## src/rtl/ps2_mouse_pkg.sv

```systemverilog
package ps2_mouse_pkg;

  // Position counter width and raw delta width
  localparam int POS_BITS   = 11;
  localparam int DELTA_BITS = 9;  // Sign from byte 0 plus 8-bit magnitude

  // PS/2 clock glitch filter
  localparam int SYNC_SAMPLES = 3;
  localparam int FILT_BITS    = $clog2(SYNC_SAMPLES);

  // Drop a half-received frame after this many quiet cycles
  localparam int RX_TIMEOUT_CYCLES = 5000;
  localparam int TIMEOUT_BITS      = $clog2(RX_TIMEOUT_CYCLES);

  // Byte 0 bit positions of a standard packet
  localparam int B0_SYNC_BIT  = 3;
  localparam int B0_XSIGN_BIT = 4;
  localparam int B0_YSIGN_BIT = 5;
  localparam int B0_XOVF_BIT  = 6;
  localparam int B0_YOVF_BIT  = 7;

  typedef enum logic [1:0] {
    RX_IDLE,
    RX_DATA,
    RX_PARITY,
    RX_STOP
  } rx_state_t;

  typedef enum logic [1:0] {
    DEC_BYTE0,
    DEC_BYTE1,
    DEC_BYTE2
  } dec_state_t;

  // Decoded mouse packet, 23 bits
  typedef struct packed {
    logic [2:0]            buttons;  // Middle, right, left
    logic                  x_ovf;
    logic                  y_ovf;
    logic [DELTA_BITS-1:0] dx;       // Two's complement
    logic [DELTA_BITS-1:0] dy;
  } mouse_packet_t;

endpackage

```

## src/rtl/ps2_frame_rx.sv

```systemverilog
`timescale 1ns/100ps

module ps2_frame_rx import ps2_mouse_pkg::*;
(
  input  logic       clk,
  input  logic       rst,
  input  logic       ps2_clk,
  input  logic       ps2_dat,
  output logic [7:0] rx_byte,
  output logic       rx_valid,
  output logic       rx_err
);

  logic [1:0]              clk_sync;   // Two-stage synchronizers
  logic [1:0]              dat_sync;
  logic                    clk_filt;   // Filtered PS/2 clock level
  logic [FILT_BITS-1:0]    filt_cnt;
  logic                    clk_fall;
  logic                    dat_bit;

  rx_state_t               state;
  logic [2:0]              bit_cnt;
  logic [7:0]              shift_reg;
  logic                    parity_ok;
  logic [TIMEOUT_BITS-1:0] quiet_cnt;
  logic                    timeout;

  // Lines idle high, so reset to 1 to avoid a false edge
  always_ff @(posedge clk)
  begin
    if (rst)
    begin
      clk_sync <= 2'b11;
      dat_sync <= 2'b11;
    end
    else
    begin
      clk_sync <= {clk_sync[0], ps2_clk};
      dat_sync <= {dat_sync[0], ps2_dat};
    end
  end

  // Level changes only after SYNC_SAMPLES differing samples in a row
  always_ff @(posedge clk)
  begin
    if (rst)
    begin
      clk_filt <= 1'b1;
      filt_cnt <= '0;
    end
    else if (clk_sync[1] == clk_filt)
      filt_cnt <= '0;
    else if (filt_cnt == FILT_BITS'(SYNC_SAMPLES - 1))
    begin
      clk_filt <= clk_sync[1];
      filt_cnt <= '0;
    end
    else
      filt_cnt <= filt_cnt + 1'b1;
  end

  // Falling edge seen on the sample that flips the filter
  assign clk_fall = clk_filt && !clk_sync[1] &&
                    (filt_cnt == FILT_BITS'(SYNC_SAMPLES - 1));
  assign dat_bit  = dat_sync[1];
  assign timeout  = (quiet_cnt == TIMEOUT_BITS'(RX_TIMEOUT_CYCLES - 1));

  always_ff @(posedge clk)
  begin
    if (rst)
    begin
      state     <= RX_IDLE;
      bit_cnt   <= '0;
      quiet_cnt <= '0;
      rx_valid  <= 1'b0;
      rx_err    <= 1'b0;
    end
    else
    begin
      rx_valid <= 1'b0;
      rx_err   <= 1'b0;

      if (state == RX_IDLE || clk_fall)
        quiet_cnt <= '0;
      else
        quiet_cnt <= quiet_cnt + 1'b1;

      if (state != RX_IDLE && timeout && !clk_fall)
        state <= RX_IDLE;  // Truncated frame, start over
      else if (clk_fall)
      begin
        case (state)
          RX_IDLE:
          begin
            if (!dat_bit)  // Start bit
            begin
              bit_cnt <= '0;
              state   <= RX_DATA;
            end
          end
          RX_DATA:
          begin
            bit_cnt <= bit_cnt + 1'b1;
            if (bit_cnt == 3'd7)
              state <= RX_PARITY;
          end
          RX_PARITY:
            state <= RX_STOP;
          RX_STOP:
          begin
            if (dat_bit && parity_ok)
              rx_valid <= 1'b1;
            else
              rx_err <= 1'b1;
            state <= RX_IDLE;
          end
          default:
            state <= RX_IDLE;
        endcase
      end
    end
  end

  // Data path, LSB first
  always_ff @(posedge clk)
  begin
    if (clk_fall)
    begin
      if (state == RX_DATA)
        shift_reg <= {dat_bit, shift_reg[7:1]};
      if (state == RX_PARITY)
        parity_ok <= ^{shift_reg, dat_bit};  // Odd parity over 9 bits
      if (state == RX_STOP)
        rx_byte <= shift_reg;
    end
  end

endmodule

```

## src/rtl/mouse_packet_decoder.sv

```systemverilog
`timescale 1ns/100ps

module mouse_packet_decoder import ps2_mouse_pkg::*;
(
  input  logic          clk,
  input  logic          rst,
  input  logic [7:0]    rx_byte,
  input  logic          rx_valid,
  input  logic          rx_err,
  output mouse_packet_t packet,
  output logic          packet_valid,
  output logic          sync_err
);

  dec_state_t state;
  logic [7:0] byte0;
  logic [7:0] byte1;
  logic       sync_ok;

  assign sync_ok = rx_byte[B0_SYNC_BIT];  // Always set in a real byte 0

  always_ff @(posedge clk)
  begin
    if (rst)
    begin
      state        <= DEC_BYTE0;
      packet_valid <= 1'b0;
      sync_err     <= 1'b0;
    end
    else
    begin
      packet_valid <= 1'b0;
      sync_err     <= 1'b0;

      if (rx_err)
        state <= DEC_BYTE0;  // Drop the whole packet
      else if (rx_valid)
      begin
        case (state)
          DEC_BYTE0:
          begin
            if (sync_ok)
              state <= DEC_BYTE1;
            else
              sync_err <= 1'b1;
          end
          DEC_BYTE1:
            state <= DEC_BYTE2;
          DEC_BYTE2:
          begin
            packet_valid <= 1'b1;
            state        <= DEC_BYTE0;
          end
          default:
            state <= DEC_BYTE0;
        endcase
      end
    end
  end

  // Byte storage
  always_ff @(posedge clk)
  begin
    if (rx_valid && !rx_err)
    begin
      if (state == DEC_BYTE0 && sync_ok)
        byte0 <= rx_byte;
      if (state == DEC_BYTE1)
        byte1 <= rx_byte;
    end
  end

  // Packet assembled as byte 2 arrives
  always_ff @(posedge clk)
  begin
    if (rx_valid && !rx_err && state == DEC_BYTE2)
    begin
      packet.buttons <= byte0[2:0];
      packet.x_ovf   <= byte0[B0_XOVF_BIT];
      packet.y_ovf   <= byte0[B0_YOVF_BIT];
      packet.dx      <= {byte0[B0_XSIGN_BIT], byte1};
      packet.dy      <= {byte0[B0_YSIGN_BIT], rx_byte};
    end
  end

endmodule

```

## src/rtl/mouse_report.sv

```systemverilog
`timescale 1ns/100ps

module mouse_report import ps2_mouse_pkg::*;
(
  input  logic                clk,
  input  logic                rst,
  input  mouse_packet_t       packet,
  input  logic                packet_valid,
  input  logic                rx_err,
  input  logic                sync_err,
  output logic [POS_BITS-1:0] x_pos,
  output logic [POS_BITS-1:0] y_pos,
  output logic [2:0]          buttons,
  output logic                report_valid,
  output logic [7:0]          led
);

  logic [POS_BITS-1:0] x_step;
  logic [POS_BITS-1:0] y_step;
  logic                sync_lost;  // Sticky until reset
  logic                frame_bad;

  // Sign-extended deltas, zero on overflow
  assign x_step = packet.x_ovf ? '0 :
                  {{(POS_BITS-DELTA_BITS){packet.dx[DELTA_BITS-1]}}, packet.dx};
  assign y_step = packet.y_ovf ? '0 :
                  {{(POS_BITS-DELTA_BITS){packet.dy[DELTA_BITS-1]}}, packet.dy};

  always_ff @(posedge clk)
  begin
    if (rst)
    begin
      x_pos        <= '0;
      y_pos        <= '0;
      buttons      <= '0;
      report_valid <= 1'b0;
      sync_lost    <= 1'b0;
      frame_bad    <= 1'b0;
    end
    else
    begin
      report_valid <= packet_valid;
      if (packet_valid)
      begin
        x_pos   <= x_pos + x_step;  // Wraps modulo 2**POS_BITS
        y_pos   <= y_pos + y_step;
        buttons <= packet.buttons;
      end
      if (sync_err)
        sync_lost <= 1'b1;
      if (rx_err)
        frame_bad <= 1'b1;
    end
  end

  assign led = {frame_bad, sync_lost, y_pos[1:0], x_pos[1:0], buttons[1:0]};

endmodule

```

## src/rtl/ps2_mouse_top.sv

```systemverilog
`timescale 1ns/100ps

module ps2_mouse_top import ps2_mouse_pkg::*;
(
  input  logic                clk,
  input  logic                rst,
  input  logic                ps2_clk,
  input  logic                ps2_dat,
  output logic [POS_BITS-1:0] x_pos,
  output logic [POS_BITS-1:0] y_pos,
  output logic [2:0]          buttons,
  output logic                report_valid,
  output logic [7:0]          led
);

  logic [7:0]    rx_byte;
  logic          rx_valid;
  logic          rx_err;  // Also feeds the frame error LED
  mouse_packet_t packet;
  logic          packet_valid;
  logic          sync_err;

  ps2_frame_rx u_rx (
    .clk      (clk),
    .rst      (rst),
    .ps2_clk  (ps2_clk),
    .ps2_dat  (ps2_dat),
    .rx_byte  (rx_byte),
    .rx_valid (rx_valid),
    .rx_err   (rx_err)
  );

  mouse_packet_decoder u_decoder (
    .clk          (clk),
    .rst          (rst),
    .rx_byte      (rx_byte),
    .rx_valid     (rx_valid),
    .rx_err       (rx_err),
    .packet       (packet),
    .packet_valid (packet_valid),
    .sync_err     (sync_err)
  );

  mouse_report u_report (
    .clk          (clk),
    .rst          (rst),
    .packet       (packet),
    .packet_valid (packet_valid),
    .rx_err       (rx_err),
    .sync_err     (sync_err),
    .x_pos        (x_pos),
    .y_pos        (y_pos),
    .buttons      (buttons),
    .report_valid (report_valid),
    .led          (led)
  );

endmodule

```

## config.mk

```make
export PLATFORM = sky130hd
export DESIGN_NAME = ps2_mouse_top
export DESIGN_NICKNAME = d
export VERILOG_FILES = /design/src/rtl/ps2_mouse_pkg.sv /design/src/rtl/ps2_frame_rx.sv /design/src/rtl/mouse_packet_decoder.sv /design/src/rtl/mouse_report.sv /design/src/rtl/ps2_mouse_top.sv
export SDC_FILE = /design/constraint.sdc
export NUM_CORES = 1
export LEC_CHECK = 0
export ABC_AREA = 1
export ABC_CLOCK_PERIOD_IN_PS = 2400
export CORE_AREA = 5 5 127 99
export CTS_BUF_LIST = sky130_fd_sc_hd__clkbuf_8
export DETAILED_ROUTE_END_ITERATION = 10
export DIE_AREA = 0 0 132 104
export DONT_BUFFER_PORTS = 1
export GPL_TIMING_DRIVEN = 0
export PLACE_DENSITY = 0.66
export SETUP_SLACK_MARGIN = 0.15
export SLEW_MARGIN = 20
export SYNTH_ARGS = -nofsm -noshare
export SYNTH_HDL_FRONTEND = slang
export SYNTH_SLANG_ARGS = --single-unit
```

## constraint.sdc

```tcl
create_clock -name clk -period 2.4 [get_ports clk]
set_clock_uncertainty 0.05 [all_clocks]
set_input_delay 0.12 -clock clk [delete_from_list [all_inputs] [get_ports clk]]
set_output_delay 0.12 -clock clk [all_outputs]
set_load 0.02 [all_outputs]
```

==> impl_metrics.yaml <==
run_status:
  outcome: "completed"
pwr:
  internal_power_w: 0.00305
  pwr-share-seq_pct: 52.3
  cellLeakagePower_nw: 2.67
  comb_power_share_pct: 0.8
  p_clk_share_pct: 46.9
  pwr_density_cell_nw_per_um2: 638
  netSwitchingFraction_pct: 21.3
  ir_drop_mv: 0.536
  power.switching_w: 0.000823
placement:
  post-dp-hpwl_mm: 7.93
  portBuffers: 0
  gp_congestion: 0.889
synthesis:
  yosysWarningCount: 0
  synthCells: 639
  synth_area_um2: 5430
  synthTopCellsByCount: "nand2_1, nor2_1, inv_1"
  postSynthAreaPerCell_um2: 8.49
  synth_cell_types: 33
  async_flop_share_pct: 0
  post-synth-top-count-cell: "nand2_1"
  synth-seq-area-share_pct: 52.2
  synth_nets: 674
  yosys.area.top_type: "edfxtp_1"
  synthTopCellsByArea: "edfxtp_1, dfxtp_1, nand2_1"
  synth_edf_count: 55
  synth_ff_type: "dfxtp_1"
  synth-seq-cells: 114
  synth_top_area_share_pct: 30.4
clocking:
  insertion_delay_ns: 0.42
  cts_made_buffers: 17
  root_buffer: "clkbuf_8"
  cts_max_path_buffers: 2
  clkTransAtPathRegs_ns: 0.07
  postCtsSetupBuffers: 0
  cts_tree: "done"
  cts.sinks: 114
  htree_levels: 4
setup_path:
  critPathKind: "flop to flop"
  max_stage_delay_ns: 0.38
  cp_max_fo: 8
  cp.required_ns: 2.67
  end_kind: "flop"
  reg2reg_depth: 11
  cp-startpoint: "u_decoder.packet[19]"
  slowest_stage: "fa_2"
  r2r-start: "u_decoder.packet[19]"
  cp.arrival_ns: 2.39
  path_cells: "buf_2 -> nor2_1 -> ha_1 -> inv_1 -> fa_2 -> o21bai_2 -> nand2_1 -> nand3_1 -> nand3_1 -> nand2_1 -> inv_1"
  reg2reg_to: "u_report.x_pos[6]"
  startpoint_type: "flop"
  reg2reg_slack_ns: 0.28
min_path:
  min_to: "u_report.frame_bad"
  worstHoldPathType: "input pin to flop"
  holdPathStages: 2
  hold_start: "rst"
timing:
  setup_violations: 0
  rsz0062_at_grt: "false"
  slew_violations: 0
  slew_headroom_pct: 54.1
  fin_crit_sh_pct: 88.4
  worst_pin_slew_ns: 0.686
  max_clock_freq_ghz: 0.471
  finalHoldViolations: 0
  fin_setup_tns_ns: 0
  min_period_ns: 2.12
die:
  start_util_pct: 48.1
  ios: 38
  coreArea_um2: 11300
  die_area_um2: 13700
  die_w_um: 132
  fp.dieH_um: 104
  num_rows: 34
final_layout:
  diodes: 0
  largest_reg_flops: 23
  top_register: "u_decoder.packet"
  n_fill_cell: 996
  fin_util_pct: 53.9
  syn2layout_area_growth_pct: 11.9
  top_regs: "u_decoder.packet (23), u_rx.quiet_cnt (13)"
  nNetsFinal: 697
  drive_above_1_share_pct: 9.78
flow_run:
  cap_violations: 0
drt:
  drt_iter0_markers: 260
  vias: 3998
  via_per_inst: 4.88
  drcViolationCount: 0
  drt-total-wl_mm: 10.9
  drt-pass1-iter-count: 5
  wl_per_cell_um: 13.3
  ant_nets: 0
global_route:
  grt_max_degree: 17
  overflow: 0
  grt_pass1_wl_mm: 18.2
  grt_usage_pct: 16.6
  grt_pass1_vias: 3809
  antenna_found_initial: 0
per-stage QoR:
step | hold WS, ns | total power (W) | std cells | instance area (um^2) | setup slack (ns)
after global routing | 0.141 | 0.00402 | 819 | 6070 | 0.131
after CTS | 0.121 | 0.00392 | 819 | 6060 | 0.198
final | 0.132 | 0.00387 | 819 | 6070 | 0.278
after global placement | 0.177 | 0.00209 | 783 | 5610 | 0.187
after floorplan | 0.174 | 0.00208 | 639 | 5430 | 0.460
after detailed placement | 0.179 | 0.00209 | 784 | 5630 | 0.214
final cells by class:
class,count,area (um^2),area share [%]
clock inverters,15,166,2.74
clock buffers,17,234,3.85
plain buffers,20,111,1.83
multi-input cells,400,2110,34.7
flip-flops and latches,114,2830,46.7
well taps,144,180,2.97
inverters,105,394,6.49
repair buffers,4,45.0,0.742
cells by family (layout without fill, tap and decap cells):
family / count (synthesis) / count (layout) / synth area share [%]
simple gates: 296 / 296 / 22.9
buf+inv: 125 / 161 / 9.32
flops: 114 / 114 / 52.2
compound gates: 59 / 59 / 5.83
fa+ha+maj: 31 / 31 / 7.43
xor+xnor: 14 / 14 / 2.26
layout by cell type, fill, tap and decap left out, types with 2 or more instances in the layout:
master and n:
nand2_1 127, inv_1 103, nor2_1 103, dfxtp_1 59
edfxtp_1 55, nand3_1 35, a21oi_1 30, ha_1 29
o21ai_0 21, clkbuf_8 17, xnor2_1 8, buf_4 8
xor2_1 6, clkbuf_1 6, buf_2 5, nand4_1 5
or2_2 5, nor4_1 4, inv_2 4, nor3_1 4
clkinvlp_4 4, nand2_2 3, nor2_2 3, bufinv_16 3
dlygate4sd3_1 3, o21bai_2 2, a21o_1 2, nand3_2 2
nor2_4 2, clkinv_1 2, inv_6 2
critical path: cells and delay by family (launching register included):
family                     cells  cell delay, ns
buffers and inverters          3            0.28
AOI/OAI and AO/OA              1            0.24
adders and majority gates      2            0.61
DFF                            1            0.35
and+or+nand+nor                5            0.51
what timing repair did:
action,in CTS,in global routing
hold buffers,3,0
resized for setup,0,3
endpoints found under the setup margin,0,4
hold endpoints to repair,7,0
worst max path at each step:
| stage | end | cells after the start |
|---|---|---|
| floorplan | u_report.x_pos[8] | 11 |
| global placement | u_decoder.packet[12] | 2 |
| detailed placement | u_report.x_pos[8] | 11 |
| CTS | u_report.x_pos[8] | 11 |
| global route | u_report.x_pos[6] | 11 |
| finish | u_report.x_pos[6] | 11 |
power groups by stage:
stage / sequential, W / combinational [W] / clock [W]
3_3_place_gp: 0.00207 / 0.0000263 / 0
4_1_cts: 0.00202 / 0.0000309 / 0.00186
3_5_place_dp: 0.00207 / 0.0000266 / 0
6_report: 0.00202 / 0.0000303 / 0.00182
2_1_floorplan: 0.00207 / 0.0000168 / 0
5_1_grt: 0.00202 / 0.0000339 / 0.00196
metal layers:
layer / up-vias / part of all wire (%) / GRT usage, %
met3: 22 / 5.7 / 4.79
li1: 2076 / - / -
met4: 0 / 2.4 / 6.98
met5: - / 0 / 0
met2: 96 / 43 / 24.6
met1: 1804 / 49 / 22.6
Power figures use the tool's default switching activity.
